==> config.mk <==
export PLATFORM = sky130hd
export DESIGN_NAME = clock_set_top
export DESIGN_NICKNAME = d
export VERILOG_FILES = /design/src/verilog/clock_set_pkg.sv /design/src/verilog/button_hold.sv /design/src/verilog/cursor_ctrl.sv /design/src/verilog/digit_editor.sv /design/src/verilog/weekday_calc.sv /design/src/verilog/clock_set_top.sv
export VERILOG_INCLUDE_DIRS = /design/src /design/src/verilog
export SDC_FILE = /design/constraint.sdc
export NUM_CORES = 1
export LEC_CHECK = 0
export BUFFER_PORTS_ARGS = -buffer_cell sky130_fd_sc_hd__buf_4
export CAP_MARGIN = 20
export CORE_ASPECT_RATIO = 2
export CORE_MARGIN = 3
export CORE_UTILIZATION = 35
export DETAILED_ROUTE_END_ITERATION = 16
export GPL_ROUTABILITY_DRIVEN = 0
export PLACE_DENSITY = 0.6
export SYNTH_ARGS = -nofsm -noshare
export SYNTH_HDL_FRONTEND = slang
export SYNTH_SLANG_ARGS = --single-unit
==> constraint.sdc <==
create_clock -name clk -period 27.4 [get_ports clk]
set_clock_uncertainty 0.1 [all_clocks]
set_input_delay 2.74 -clock clk [delete_from_list [all_inputs] [get_ports clk]]
set_output_delay 2.74 -clock clk [all_outputs]
set_load 0.01 [all_outputs]
==> src/verilog/clock_set_params.svh <==
`ifndef CLOCK_SET_PARAMS_SVH
`define CLOCK_SET_PARAMS_SVH

// consecutive held cycles before a button pair acts
`define CS_HOLD_CYCLES 3

// editable digits, index 0 is second units
`define CS_NUM_DIGITS 14

// width of the cursor index
`define CS_CURSOR_W 4

// 2023-01-01 00:00:00
// yyyy mm dd hh mm ss, one bcd digit per nibble
`define CS_RESET_DATETIME 56'h2023_0101_00_00_00

`endif

==> src/verilog/clock_set_pkg.sv <==
`default_nettype none

package clock_set_pkg;

    // same 56 bits seen flat or as fourteen bcd digits
    typedef union packed {
        logic [55:0] raw;           // nibble n is cursor digit n
        struct packed {
            logic [3:0] year_th;
            logic [3:0] year_h;
            logic [3:0] year_t;
            logic [3:0] year_u;
            logic [3:0] month_t;
            logic [3:0] month_u;
            logic [3:0] day_t;
            logic [3:0] day_u;
            logic [3:0] hour_t;
            logic [3:0] hour_u;
            logic [3:0] min_t;
            logic [3:0] min_u;
            logic [3:0] sec_t;
            logic [3:0] sec_u;
        } digits;
    } datetime_u;

endpackage

`default_nettype wire

==> src/verilog/button_hold.sv <==
`timescale 1ns/1ps
`default_nettype none

`include "clock_set_params.svh"

module button_hold (
    input  logic clk,
    input  logic arst_n,
    input  logic set_en,
    input  logic first_btn,
    input  logic second_btn,
    output logic first_pulse,
    output logic second_pulse
);

    logic [$clog2(`CS_HOLD_CYCLES + 1) - 1:0] hold_cnt;
    logic                                     held;
    logic                                     fire;

    assign held = set_en && (first_btn || second_btn);

    // count hits the limit on this edge, pulse goes out with it
    assign fire = held && (hold_cnt == ($bits(hold_cnt))'(`CS_HOLD_CYCLES - 1));

    always_ff @(posedge clk or negedge arst_n) begin
        if (!arst_n) begin
            hold_cnt <= '0;
        end else if (!held) begin
            hold_cnt <= '0;                 // released or set mode left
        end else if (hold_cnt != ($bits(hold_cnt))'(`CS_HOLD_CYCLES)) begin
            hold_cnt <= hold_cnt + 1'b1;    // saturates at the limit
        end
    end

    always_ff @(posedge clk or negedge arst_n) begin
        if (!arst_n) begin
            first_pulse  <= 1'b0;
            second_pulse <= 1'b0;
        end else begin
            first_pulse  <= fire && first_btn;  // first button wins
            second_pulse <= fire && !first_btn;
        end
    end

endmodule

`default_nettype wire

==> src/verilog/cursor_ctrl.sv <==
`timescale 1ns/1ps
`default_nettype none

`include "clock_set_params.svh"

module cursor_ctrl (
    input  logic                    clk,
    input  logic                    arst_n,
    input  logic                    left_pulse,
    input  logic                    right_pulse,
    output logic [`CS_CURSOR_W-1:0] cursor
);

    // left moves toward the year digits, right toward the seconds
    always_ff @(posedge clk or negedge arst_n) begin
        if (!arst_n) begin
            cursor <= `CS_CURSOR_W'(`CS_NUM_DIGITS - 1);    // starts on year thousands
        end else if (left_pulse) begin
            if (cursor >= `CS_CURSOR_W'(`CS_NUM_DIGITS - 1)) begin
                cursor <= '0;
            end else begin
                cursor <= cursor + 1'b1;
            end
        end else if (right_pulse) begin
            if (cursor == '0) begin
                cursor <= `CS_CURSOR_W'(`CS_NUM_DIGITS - 1);
            end else begin
                cursor <= cursor - 1'b1;
            end
        end
    end

endmodule

`default_nettype wire

==> src/verilog/digit_editor.sv <==
`timescale 1ns/1ps
`default_nettype none

`include "clock_set_params.svh"

module digit_editor (
    input  logic                      clk,
    input  logic                      arst_n,
    input  logic                      up_pulse,
    input  logic                      down_pulse,
    input  logic [`CS_CURSOR_W-1:0]   cursor,
    output clock_set_pkg::datetime_u  datetime
);

    clock_set_pkg::datetime_u  dt_q;

    logic [`CS_CURSOR_W+1:0]   bit_pos;
    logic [3:0]                cur_digit;
    logic [3:0]                dig_min;
    logic [3:0]                dig_max;
    logic [3:0]                up_val;
    logic [3:0]                down_val;

    logic [13:0]               year_bin;
    logic [4:0]                month_bin;
    logic                      leap;
    logic                      feb;
    logic                      long_month;
    logic                      year_hi_zero;

    assign bit_pos   = {cursor, 2'b00};
    assign cur_digit = dt_q.raw[bit_pos +: 4];

    assign year_bin = 14'(dt_q.digits.year_th) * 14'd1000
                    + 14'(dt_q.digits.year_h) * 14'd100
                    + 14'(dt_q.digits.year_t) * 14'd10
                    + 14'(dt_q.digits.year_u);

    assign month_bin = 5'(dt_q.digits.month_t) * 5'd10 + 5'(dt_q.digits.month_u);

    assign leap = (year_bin % 14'd400 == 14'd0)
               || ((year_bin % 14'd4 == 14'd0) && (year_bin % 14'd100 != 14'd0));

    assign feb = (month_bin == 5'd2);

    assign long_month = (month_bin == 5'd1) || (month_bin == 5'd3)
                     || (month_bin == 5'd5) || (month_bin == 5'd7)
                     || (month_bin == 5'd8) || (month_bin == 5'd10)
                     || (month_bin == 5'd12);

    // year 0000 is not allowed
    assign year_hi_zero = (dt_q.digits.year_th == 4'd0)
                       && (dt_q.digits.year_h == 4'd0)
                       && (dt_q.digits.year_t == 4'd0);

    // limits of the digit under the cursor
    always_comb begin
        dig_min = 4'd0;
        dig_max = 4'd9;
        case (cursor)
            `CS_CURSOR_W'd1, `CS_CURSOR_W'd3: begin     // second and minute tens
                dig_max = 4'd5;
            end
            `CS_CURSOR_W'd4: begin                      // hour units
                if (dt_q.digits.hour_t == 4'd2) begin
                    dig_max = 4'd3;
                end
            end
            `CS_CURSOR_W'd5: begin                      // hour tens
                dig_max = 4'd2;
            end
            `CS_CURSOR_W'd6: begin                      // day units
                if (dt_q.digits.day_t == 4'd0) begin
                    dig_min = 4'd1;
                end else if (dt_q.digits.day_t == 4'd3) begin
                    dig_max = long_month ? 4'd1 : 4'd0;
                end else if (dt_q.digits.day_t == 4'd2 && feb) begin
                    dig_max = leap ? 4'd9 : 4'd8;
                end
            end
            `CS_CURSOR_W'd7: begin                      // day tens
                dig_max = feb ? 4'd2 : 4'd3;
            end
            `CS_CURSOR_W'd8: begin                      // month units
                if (dt_q.digits.month_t == 4'd1) begin
                    dig_max = 4'd2;
                end else begin
                    dig_min = 4'd1;
                end
            end
            `CS_CURSOR_W'd9: begin                      // month tens
                dig_max = 4'd1;
            end
            `CS_CURSOR_W'd10: begin                     // year units
                if (year_hi_zero) begin
                    dig_min = 4'd1;
                end
            end
            default: begin
                dig_min = 4'd0;
                dig_max = 4'd9;
            end
        endcase
    end

    // wrap at either end of the range
    assign up_val   = (cur_digit >= dig_max) ? dig_min : cur_digit + 4'd1;
    assign down_val = (cur_digit <= dig_min) ? dig_max : cur_digit - 4'd1;

    always_ff @(posedge clk or negedge arst_n) begin
        if (!arst_n) begin
            dt_q.raw <= `CS_RESET_DATETIME;
        end else if (up_pulse) begin
            dt_q.raw[bit_pos +: 4] <= up_val;
        end else if (down_pulse) begin
            dt_q.raw[bit_pos +: 4] <= down_val;
        end
    end

    assign datetime = dt_q;

endmodule

`default_nettype wire

==> src/verilog/weekday_calc.sv <==
`timescale 1ns/1ps
`default_nettype none

module weekday_calc (
    input  logic                      clk,
    input  logic                      arst_n,
    input  clock_set_pkg::datetime_u  datetime,
    output logic [3:0]                week
);

    logic [13:0] year_bin;
    logic [4:0]  month_bin;
    logic [6:0]  day_bin;
    logic [13:0] y_adj;
    logic [4:0]  m_adj;
    logic [15:0] sum;
    logic [2:0]  w_mod;

    assign year_bin = 14'(datetime.digits.year_th) * 14'd1000
                    + 14'(datetime.digits.year_h) * 14'd100
                    + 14'(datetime.digits.year_t) * 14'd10
                    + 14'(datetime.digits.year_u);

    assign month_bin = 5'(datetime.digits.month_t) * 5'd10 + 5'(datetime.digits.month_u);
    assign day_bin   = 7'(datetime.digits.day_t) * 7'd10 + 7'(datetime.digits.day_u);

    // jan and feb count as months 13 and 14 of the year before
    always_comb begin
        if (month_bin == 5'd1 || month_bin == 5'd2) begin
            m_adj = month_bin + 5'd12;
            y_adj = year_bin - 14'd1;
        end else begin
            m_adj = month_bin;
            y_adj = year_bin;
        end
    end

    // gregorian formula, never negative since y/4 >= y/100
    assign sum = 16'(day_bin)
               + 16'(m_adj) * 16'd2
               + (16'(m_adj) + 16'd1) * 16'd3 / 16'd5
               + 16'(y_adj)
               + 16'(y_adj) / 16'd4
               - 16'(y_adj) / 16'd100
               + 16'(y_adj) / 16'd400
               + 16'd1;

    assign w_mod = 3'(sum % 16'd7);

    always_ff @(posedge clk or negedge arst_n) begin
        if (!arst_n) begin
            week <= 4'd7;                       // reset date is a sunday
        end else if (w_mod == 3'd0) begin
            week <= 4'd7;
        end else begin
            week <= {1'b0, w_mod};
        end
    end

endmodule

`default_nettype wire

==> src/verilog/clock_set_top.sv <==
`timescale 1ns/1ps
`default_nettype none

`include "clock_set_params.svh"

module clock_set_top (
    input  logic                    clk,
    input  logic                    arst_n,
    input  logic                    set_en,
    input  logic                    btn_left,
    input  logic                    btn_right,
    input  logic                    btn_up,
    input  logic                    btn_down,
    output logic [15:0]             year,
    output logic [7:0]              month,
    output logic [7:0]              day,
    output logic [7:0]              hour,
    output logic [7:0]              minute,
    output logic [7:0]              second,
    output logic [3:0]              week,
    output logic [`CS_CURSOR_W-1:0] cursor
);

    clock_set_pkg::datetime_u datetime;

    logic left_pulse;
    logic right_pulse;
    logic up_pulse;
    logic down_pulse;

    button_hold u_hold_lr (
        .clk          (clk),
        .arst_n       (arst_n),
        .set_en       (set_en),
        .first_btn    (btn_left),
        .second_btn   (btn_right),
        .first_pulse  (left_pulse),
        .second_pulse (right_pulse)
    );

    button_hold u_hold_ud (
        .clk          (clk),
        .arst_n       (arst_n),
        .set_en       (set_en),
        .first_btn    (btn_up),
        .second_btn   (btn_down),
        .first_pulse  (up_pulse),
        .second_pulse (down_pulse)
    );

    cursor_ctrl u_cursor (
        .clk         (clk),
        .arst_n      (arst_n),
        .left_pulse  (left_pulse),
        .right_pulse (right_pulse),
        .cursor      (cursor)
    );

    digit_editor u_editor (
        .clk        (clk),
        .arst_n     (arst_n),
        .up_pulse   (up_pulse),
        .down_pulse (down_pulse),
        .cursor     (cursor),
        .datetime   (datetime)
    );

    weekday_calc u_weekday (
        .clk      (clk),
        .arst_n   (arst_n),
        .datetime (datetime),
        .week     (week)
    );

    assign year   = {datetime.digits.year_th, datetime.digits.year_h,
                     datetime.digits.year_t, datetime.digits.year_u};
    assign month  = {datetime.digits.month_t, datetime.digits.month_u};
    assign day    = {datetime.digits.day_t, datetime.digits.day_u};
    assign hour   = {datetime.digits.hour_t, datetime.digits.hour_u};
    assign minute = {datetime.digits.min_t, datetime.digits.min_u};
    assign second = {datetime.digits.sec_t, datetime.digits.sec_u};

endmodule

`default_nettype wire

# Word-level counts from Yosys, hierarchy flattened
# Index checks and enable logic that the tools add are counted.
# totals
memories	0
latchBits	0
ram_bits	0
out_inout_bits	64
ff_bits	71
input_bits	7
word_cells	143
mem_bits_ro	0
# op_classes
mul	6
n_eq_ne	27
n_bitwise	0
add_sub_neg	22
n_shift	4
div_mod_pow	6
n_mux	30
magnitude_cmp	3
n_reduce_logical	36
# ops
operator	n
$bwmux W56	2
$mux W56	2
$shiftx A4 B8 Y56	2
$shift A4 B8 Y56 const A	1
$shiftx A56 B7 Y4	1
$mux W4	11
$add A16 B16 Y16	2
$logic_not A14 Y1	2
$pmux W4 S7	1
$logic_not A4 Y1	5
$add A16 B1 Y16 const B	1
$add A16 B12 Y16	1
$add A16 B14 Y16	1
$div A14 B7 Y16 const B	1
$div A14 B9 Y16 const B	1
$div A16 B3 Y16 const B	1
$eq A4 B2 Y1 const B	4
$eq A4 B3 Y1 const B	4
$mod A16 B3 Y16 const B	1
$mul A16 B2 Y16 const B	1
$sub A16 B16 Y16	1
$eq A5 B4 Y1 const B	3
$add A14 B11 Y14	1
$add A14 B4 Y14	1
41 further kinds	83

# Depth between registers and ports, before layout
# depth
depth_word	18
ltp_mapped	85
ltp_nobuf	82

# By module
# From an unflattened synthesis, not the netlist that was laid out.
# hier_totals
hier_cells	2020
hier_area_um2	16493.3
# by_module_without_submodules
module	n_inst	cells_each	seq_area_each_um2	area_each_um2
weekday_calc	1	1164	78.8	8996.1
digit_editor	1	790	1408.9	6847.8
button_hold	2	15	100.1	177.7
cursor_ctrl	1	36	103.8	294.0

# Worst setup path before layout
# No wires, ideal clock.
# synth_path
path_kind	reg-to-reg
start	register u_editor.dt_q (netlist bit u_editor.datetime[36])
end	register u_weekday.week[2]
synth_period_minus_slack_ps	17986
setup_time_ps	89
t_arrival_ps	17797
path_stages_with_launch	82
n_path_buf	4
slack_ps	9414
path_cell_list	dfrtp_1 -> ha_1 -> ha_1 -> xnor2_1 -> inv_1 -> ha_1 -> o21ai_1 -> and4b_1 -> buf_2 -> nor3_1 -> nor2_1 -> xor2_1 -> ha_1 -> a21o_1 -> a21oi_1 -> o21bai_1 -> a21oi_1 -> xnor2_2 -> (+46 left out) -> nand2_2 -> nor4_1 -> o31ai_2 -> nand2_1 -> mux2_2 -> o211a_2 -> xnor2_1 -> mux2_2 -> a21oi_1 -> inv_2 -> ha_1 -> o21ai_0 -> nand2_1 -> o21ai_0 -> ha_1 -> nand2b_1 -> nor4b_1 -> a211oi_1
# synth_between
elab_chain_cells	17
word_cells_on_any_way	23
cone_classes	10 x add/sub; 2 x mul; 4 x div; 2 x eq/ne; 3 x mux; 2 x reduce/logical
# synth_lines
item	line	rtl
start, declared	digit_editor.sv:15	clock_set_pkg::datetime_u dt_q;
$mul A4 B3 Y4 (*)	weekday_calc.sv:24	assign month_bin = 5'(datetime.digits.month_t) * 5'd10 + 5'(datetime.digits.month_u);
$add A5 B4 Y5 (*)	weekday_calc.sv:24	
branches (longest 10 deep; another with $mul A16 B2 Y16)	-	
$add A16 B16 Y16 (*)	weekday_calc.sv:45	+ 16'(y_adj) / 16'd400
$add A16 B1 Y16 (*)	weekday_calc.sv:46	+ 16'd1;
$mod A16 B3 Y16 (*)	weekday_calc.sv:48	assign w_mod = 3'(sum % 16'd7);
$logic_not A3 Y1	weekday_calc.sv:53	end else if (w_mod == 3'd0) begin
$mux W3 (*)	weekday_calc.sv:53	
end signal, assigned	weekday_calc.sv:56	week <= {1'b0, w_mod};
end, declared	weekday_calc.sv:8	output logic [3:0] week
# Every way passes the cells marked *.
# A chain may end at the register's enable or synchronous reset.

# Final worst setup path
# layout_path
start	register u_editor.dt_q (netlist bit u_editor.datetime[54])
end	register u_weekday.week[2]
# layout_between
elab_chain_cells	14
word_cells_on_any_way	16
cone_classes	9 x add/sub; 1 x mul; 3 x div; 2 x mux; 1 x reduce/logical
# layout_lines
item	line	rtl
$mul A4 B7 Y11 (*)	weekday_calc.sv:19	assign year_bin = 14'(datetime.digits.year_th) * 14'd1000
$add A14 B11 Y14 (*)	weekday_calc.sv:20	+ 14'(datetime.digits.year_h) * 14'd100
$add A14 B8 Y14 (*)	weekday_calc.sv:21	+ 14'(datetime.digits.year_t) * 14'd10
$add A14 B4 Y14 (*)	weekday_calc.sv:22	+ 14'(datetime.digits.year_u);
$sub A14 B1 Y14	weekday_calc.sv:31	y_adj = year_bin - 14'd1;
$mux W14 (*)	weekday_calc.sv:29	if (month_bin == 5'd1 || month_bin == 5'd2) begin
branches (longest 3 deep; another with $div A14 B7 Y16)	-	
$add A16 B16 Y16 (*)	weekday_calc.sv:45	
$add A16 B1 Y16 (*)	weekday_calc.sv:46	
$mod A16 B3 Y16 (*)	weekday_calc.sv:48	
$logic_not A3 Y1	weekday_calc.sv:53	
$mux W3 (*)	weekday_calc.sv:53	
# Marks and branches as above.

==> key figures <==
Yosys
  – Most frequent cell after synthesis: sky130_fd_sc_hd__nand2_1
  – Synth Cell Area: 14590 µm²
  – Post-Synthesis Net Count: 2040
  – Average instance area after synthesis: 7.906 µm²
  – Post-Synth Simple-Gate Area: 21.76%
  – Xor/xnor cell area share of the yosys netlist: 6.768%
  – Number of different library cells in the post-synthesis netlist: 130
  – Post-synthesis sequential area ratio: 12.28%
  – Library cell occupying the most area in the post-synthesis netlist: sky130_fd_sc_hd__ha_1
  – Synthesis warning total: 0
  – Async set-or-reset flop fraction in the synthesized netlist: 100.0%
  – Synth Flop Type: sky130_fd_sc_hd__dfrtp_1
  – Main combinational cell family by area after synthesis: compound AO/OA/AOI/OAI gates
  – Fraction of post-synthesis cell area in the top cell type by area: 11.49%
  – Synthesis-stage register bit count: 71
  – Top cells by instance count after synthesis: sky130_fd_sc_hd__nand2_1, sky130_fd_sc_hd__nor2_1, sky130_fd_sc_hd__inv_1, sky130_fd_sc_hd__ha_1, sky130_fd_sc_hd__o21ai_0
  – Number of instances in the synthesized netlist: 1845
  – Adder and majority cell fraction of the synthesized area: 19.25%
  – Share of synthesized area spent on multiplexers: 4.229%
  – Cell types with the largest area share after synthesis: sky130_fd_sc_hd__ha_1, sky130_fd_sc_hd__dfrtp_1, sky130_fd_sc_hd__fa_1
  – Number of synthesized flops with an enable pin: 0
  – Compound-gate portion of the synthesized area: 30.01%

Clock tree
  – Number of buffers on the longest clock path: 2
  – Clock tree sinks: 71
  – Hold bufs inserted after CTS: 0
  – Setup fix buffers added after clock tree synthesis: 0
  – Number of instances resized during post-cts repair: 0
  – CTS Root Cell: sky130_fd_sc_hd__clkbuf_16
  – Clock network latency to the later pin of the worst-skew pair: 0.36 ns
  – Clock tree from TritonCTS: yes
  – Clock-pin slew on the worst setup and hold paths: 0.07 ns
  – Number of buffers added by the clock tree synthesis step: 9
  – H-tree lvl count: 3

Routing
  – DRC violations left: 0
  – Overall via count from detail_route: 14547
  – Final routed wirelength across all metal layers: 47.55 mm
  – Ratio of routed vias to standard cells: 6.024
  – Number of DRC markers in iteration 0: 844
  – Wire length per cell: 19.69 µm
  – Top routing layer used: met4
  – Remaining antenna violation count: 0
  – Met1 WL: 15.41 mm
  – Met2 routed wirelength: 27.17 mm
  – Met3 wirelength from detailed routing: 1.484 mm
  – Initial DRT Pass Iterations: 6

Timing
  – Transition time at the pin with the least slew margin: 1.172 ns
  – Number of setup violations in the final report: 0
  – Slew Limit Fails: 0
  – Hold slack: 0.4128 ns
  – Aggregate negative setup slack: 0 ns
  – Normalized max-slew margin: 21.63%
  – RSZ-0062 raised after global routing: no
  – Fmax: 0.04620 GHz
  – Clock period minus worst slack: 21.65 ns
  – Final critical-path share of the clock period: 79.00%
  – Final count of hold timing violations: 0

Setup path
  – Required time of the critical path: 27.57 ns
  – Slowest library cell on the worst path: sky130_fd_sc_hd__xnor2_1
  – Most common cell type on the critical path: sky130_fd_sc_hd__ha_1
  – Number of buffers and inverters on the critical path: 8
  – Crit path largest cell delay: 0.64 ns
  – Endpoint kind of the worst setup timing path: flop
  – Crit path DAT: 21.82 ns
  – Type of element launching the critical path: flop
  – Crit path max fanout: 16
  – Gate family responsible for the most delay along the worst path: compound AO/OA/AOI/OAI gates
  – Kind of critical path: flop to flop

Layout
  – Final Non-Filler Cells: 2415
  – Diodes inserted: 0
  – Nets@finish: 2070
  – Fillcell total: 4295
  – Layout overhead on the synthesized area: 9.170%
  – Fraction of the core area covered by cells at the end of the flow: 38.73%
  – Sequential Area: 1792 µm²
  – Fraction of final layout cells sized beyond drive strength 1: 12.61%
  – Multi-input combinational cell area: 11990 µm²

Global routing
  – Global-route wire length before repair: 76.29 mm
  – Number of antenna violations at the first check in global routing: 0
  – Global-route total usage across every layer: 21.35%
  – Vias in the first global route: 14951
  – Largest net degree at the start of global routing: 72
  – Total grt overflow: 0

Die
  – Number of primary I/O pins: 71
  – Die Y: 294.7 µm
  – Die ar.: 44310 µm²
  – Site Rows: 105
  – Horizontal die dimension: 150.4 µm
  – Initial Utilization: 35.47%
  – Area of the core: 41120 µm²

Placement
  – Hpwl dp: 39.45 mm
  – Port bufs: 69
  – Placed insts: 2399

Worst hold path
  – Worst Hold Class: flop to flop

Status
  – Result of the run: complete, no violations

Run
  – Max-cap viol count: 0
-- routing by layer --
| layer | vias up | GRT usage, % |
|---|---|---|
| li1 | 6919 | - |
| met1 | 6981 | 18.60 |
| met2 | 475 | 43.51 |
| met3 | 172 | 2.169 |
| met4 | 0 | 14.66 |
| met5 | - | 0 |
-- cells by family after synthesis --
family / count (synthesis)
AND/OR/NAND/NOR: 634
AO/OA/AOI/OAI: 592
buffers and inverters: 205
adder cells (fa/ha/maj): 193
XOR/XNOR: 105
flip-flops: 71
multiplexers: 44
other: 1
-- per-stage QoR --
stage          area, µm²  setup slack, ns
2_1_floorplan      14590            9.414
3_3_place_gp       15590            6.278
3_5_place_dp       15590            5.929
4_1_cts            15920            5.817
5_1_grt            15920            4.333
6_report           15920            5.755
-- cell type report --
type / count / area share (%)
Clock buffer: 10 / 1.501
Timing Repair Buffer: 80 / 3.772
Tap cell: 535 / 4.204
Sequential cell: 71 / 11.25
Clock inverter: 6 / 0.5814
Inverter: 144 / 3.410
Multi-Input combinational cell: 1569 / 75.28
-- worst reg2reg max path: cells and delay by family (launching register included) --
family,cells,cell delay (ns)
AOI/OAI and AO/OA,34,9.26
xor gates and xnor gates,3,0.98
adders and majority gates,15,5.44
buffers and inverters,8,0.77
DFF,1,0.52
muxes,3,1.15
and+or+nand+nor,14,3.31
-- worst paths after layout --
check                                 startpoint                     to  slack [ns]  cells after the start
max in group asynchronous                 arst_n  u_hold_lr.first_pulse       24.15                      1
min reg2reg                 u_editor.datetime[7]   u_editor.datetime[7]        0.41                      2
max reg2reg                u_editor.datetime[54]      u_weekday.week[2]        5.75                     77
min in group asynchronous                 arst_n  u_editor.datetime[13]        2.42                      1
max                        u_editor.datetime[54]      u_weekday.week[2]        5.75                     77
min                         u_editor.datetime[7]   u_editor.datetime[7]        0.41                      2
-- layout by cell type, fill, tap and decap left out, types with 22 or more instances in the layout --
cell type / instances
sky130_fd_sc_hd__fa_1: 54
sky130_fd_sc_hd__nand3_1: 62
sky130_fd_sc_hd__and3_1: 23
sky130_fd_sc_hd__mux2i_1: 22
sky130_fd_sc_hd__ha_1: 134
sky130_fd_sc_hd__o21ai_0: 100
sky130_fd_sc_hd__xor2_1: 23
sky130_fd_sc_hd__inv_1: 135
sky130_fd_sc_hd__buf_4: 80
sky130_fd_sc_hd__o21ai_1: 23
sky130_fd_sc_hd__dfrtp_1: 59
sky130_fd_sc_hd__o31ai_1: 45
sky130_fd_sc_hd__a21o_1: 29
sky130_fd_sc_hd__a21oi_1: 97
sky130_fd_sc_hd__o211ai_1: 30
sky130_fd_sc_hd__xnor2_1: 74
sky130_fd_sc_hd__nand4_1: 22
sky130_fd_sc_hd__nor2_1: 141
sky130_fd_sc_hd__nand2_1: 187
sky130_fd_sc_hd__nor3_1: 60
-- state kept, by name, indices dropped and copies added (netlist names) --
signal	count
u_hold_lr.first_pulse	1
u_cursor.cursor	4
u_hold_lr.second_pulse	1
u_hold_ud.second_pulse	1
u_weekday.week	3
u_hold_ud.first_pulse	1
u_hold_lr.hold_cnt	2
u_editor.datetime	56
u_hold_ud.hold_cnt	2
Power is not shown: default switching activity piles up to over one toggle a cycle in this logic, so the estimate is an artifact.
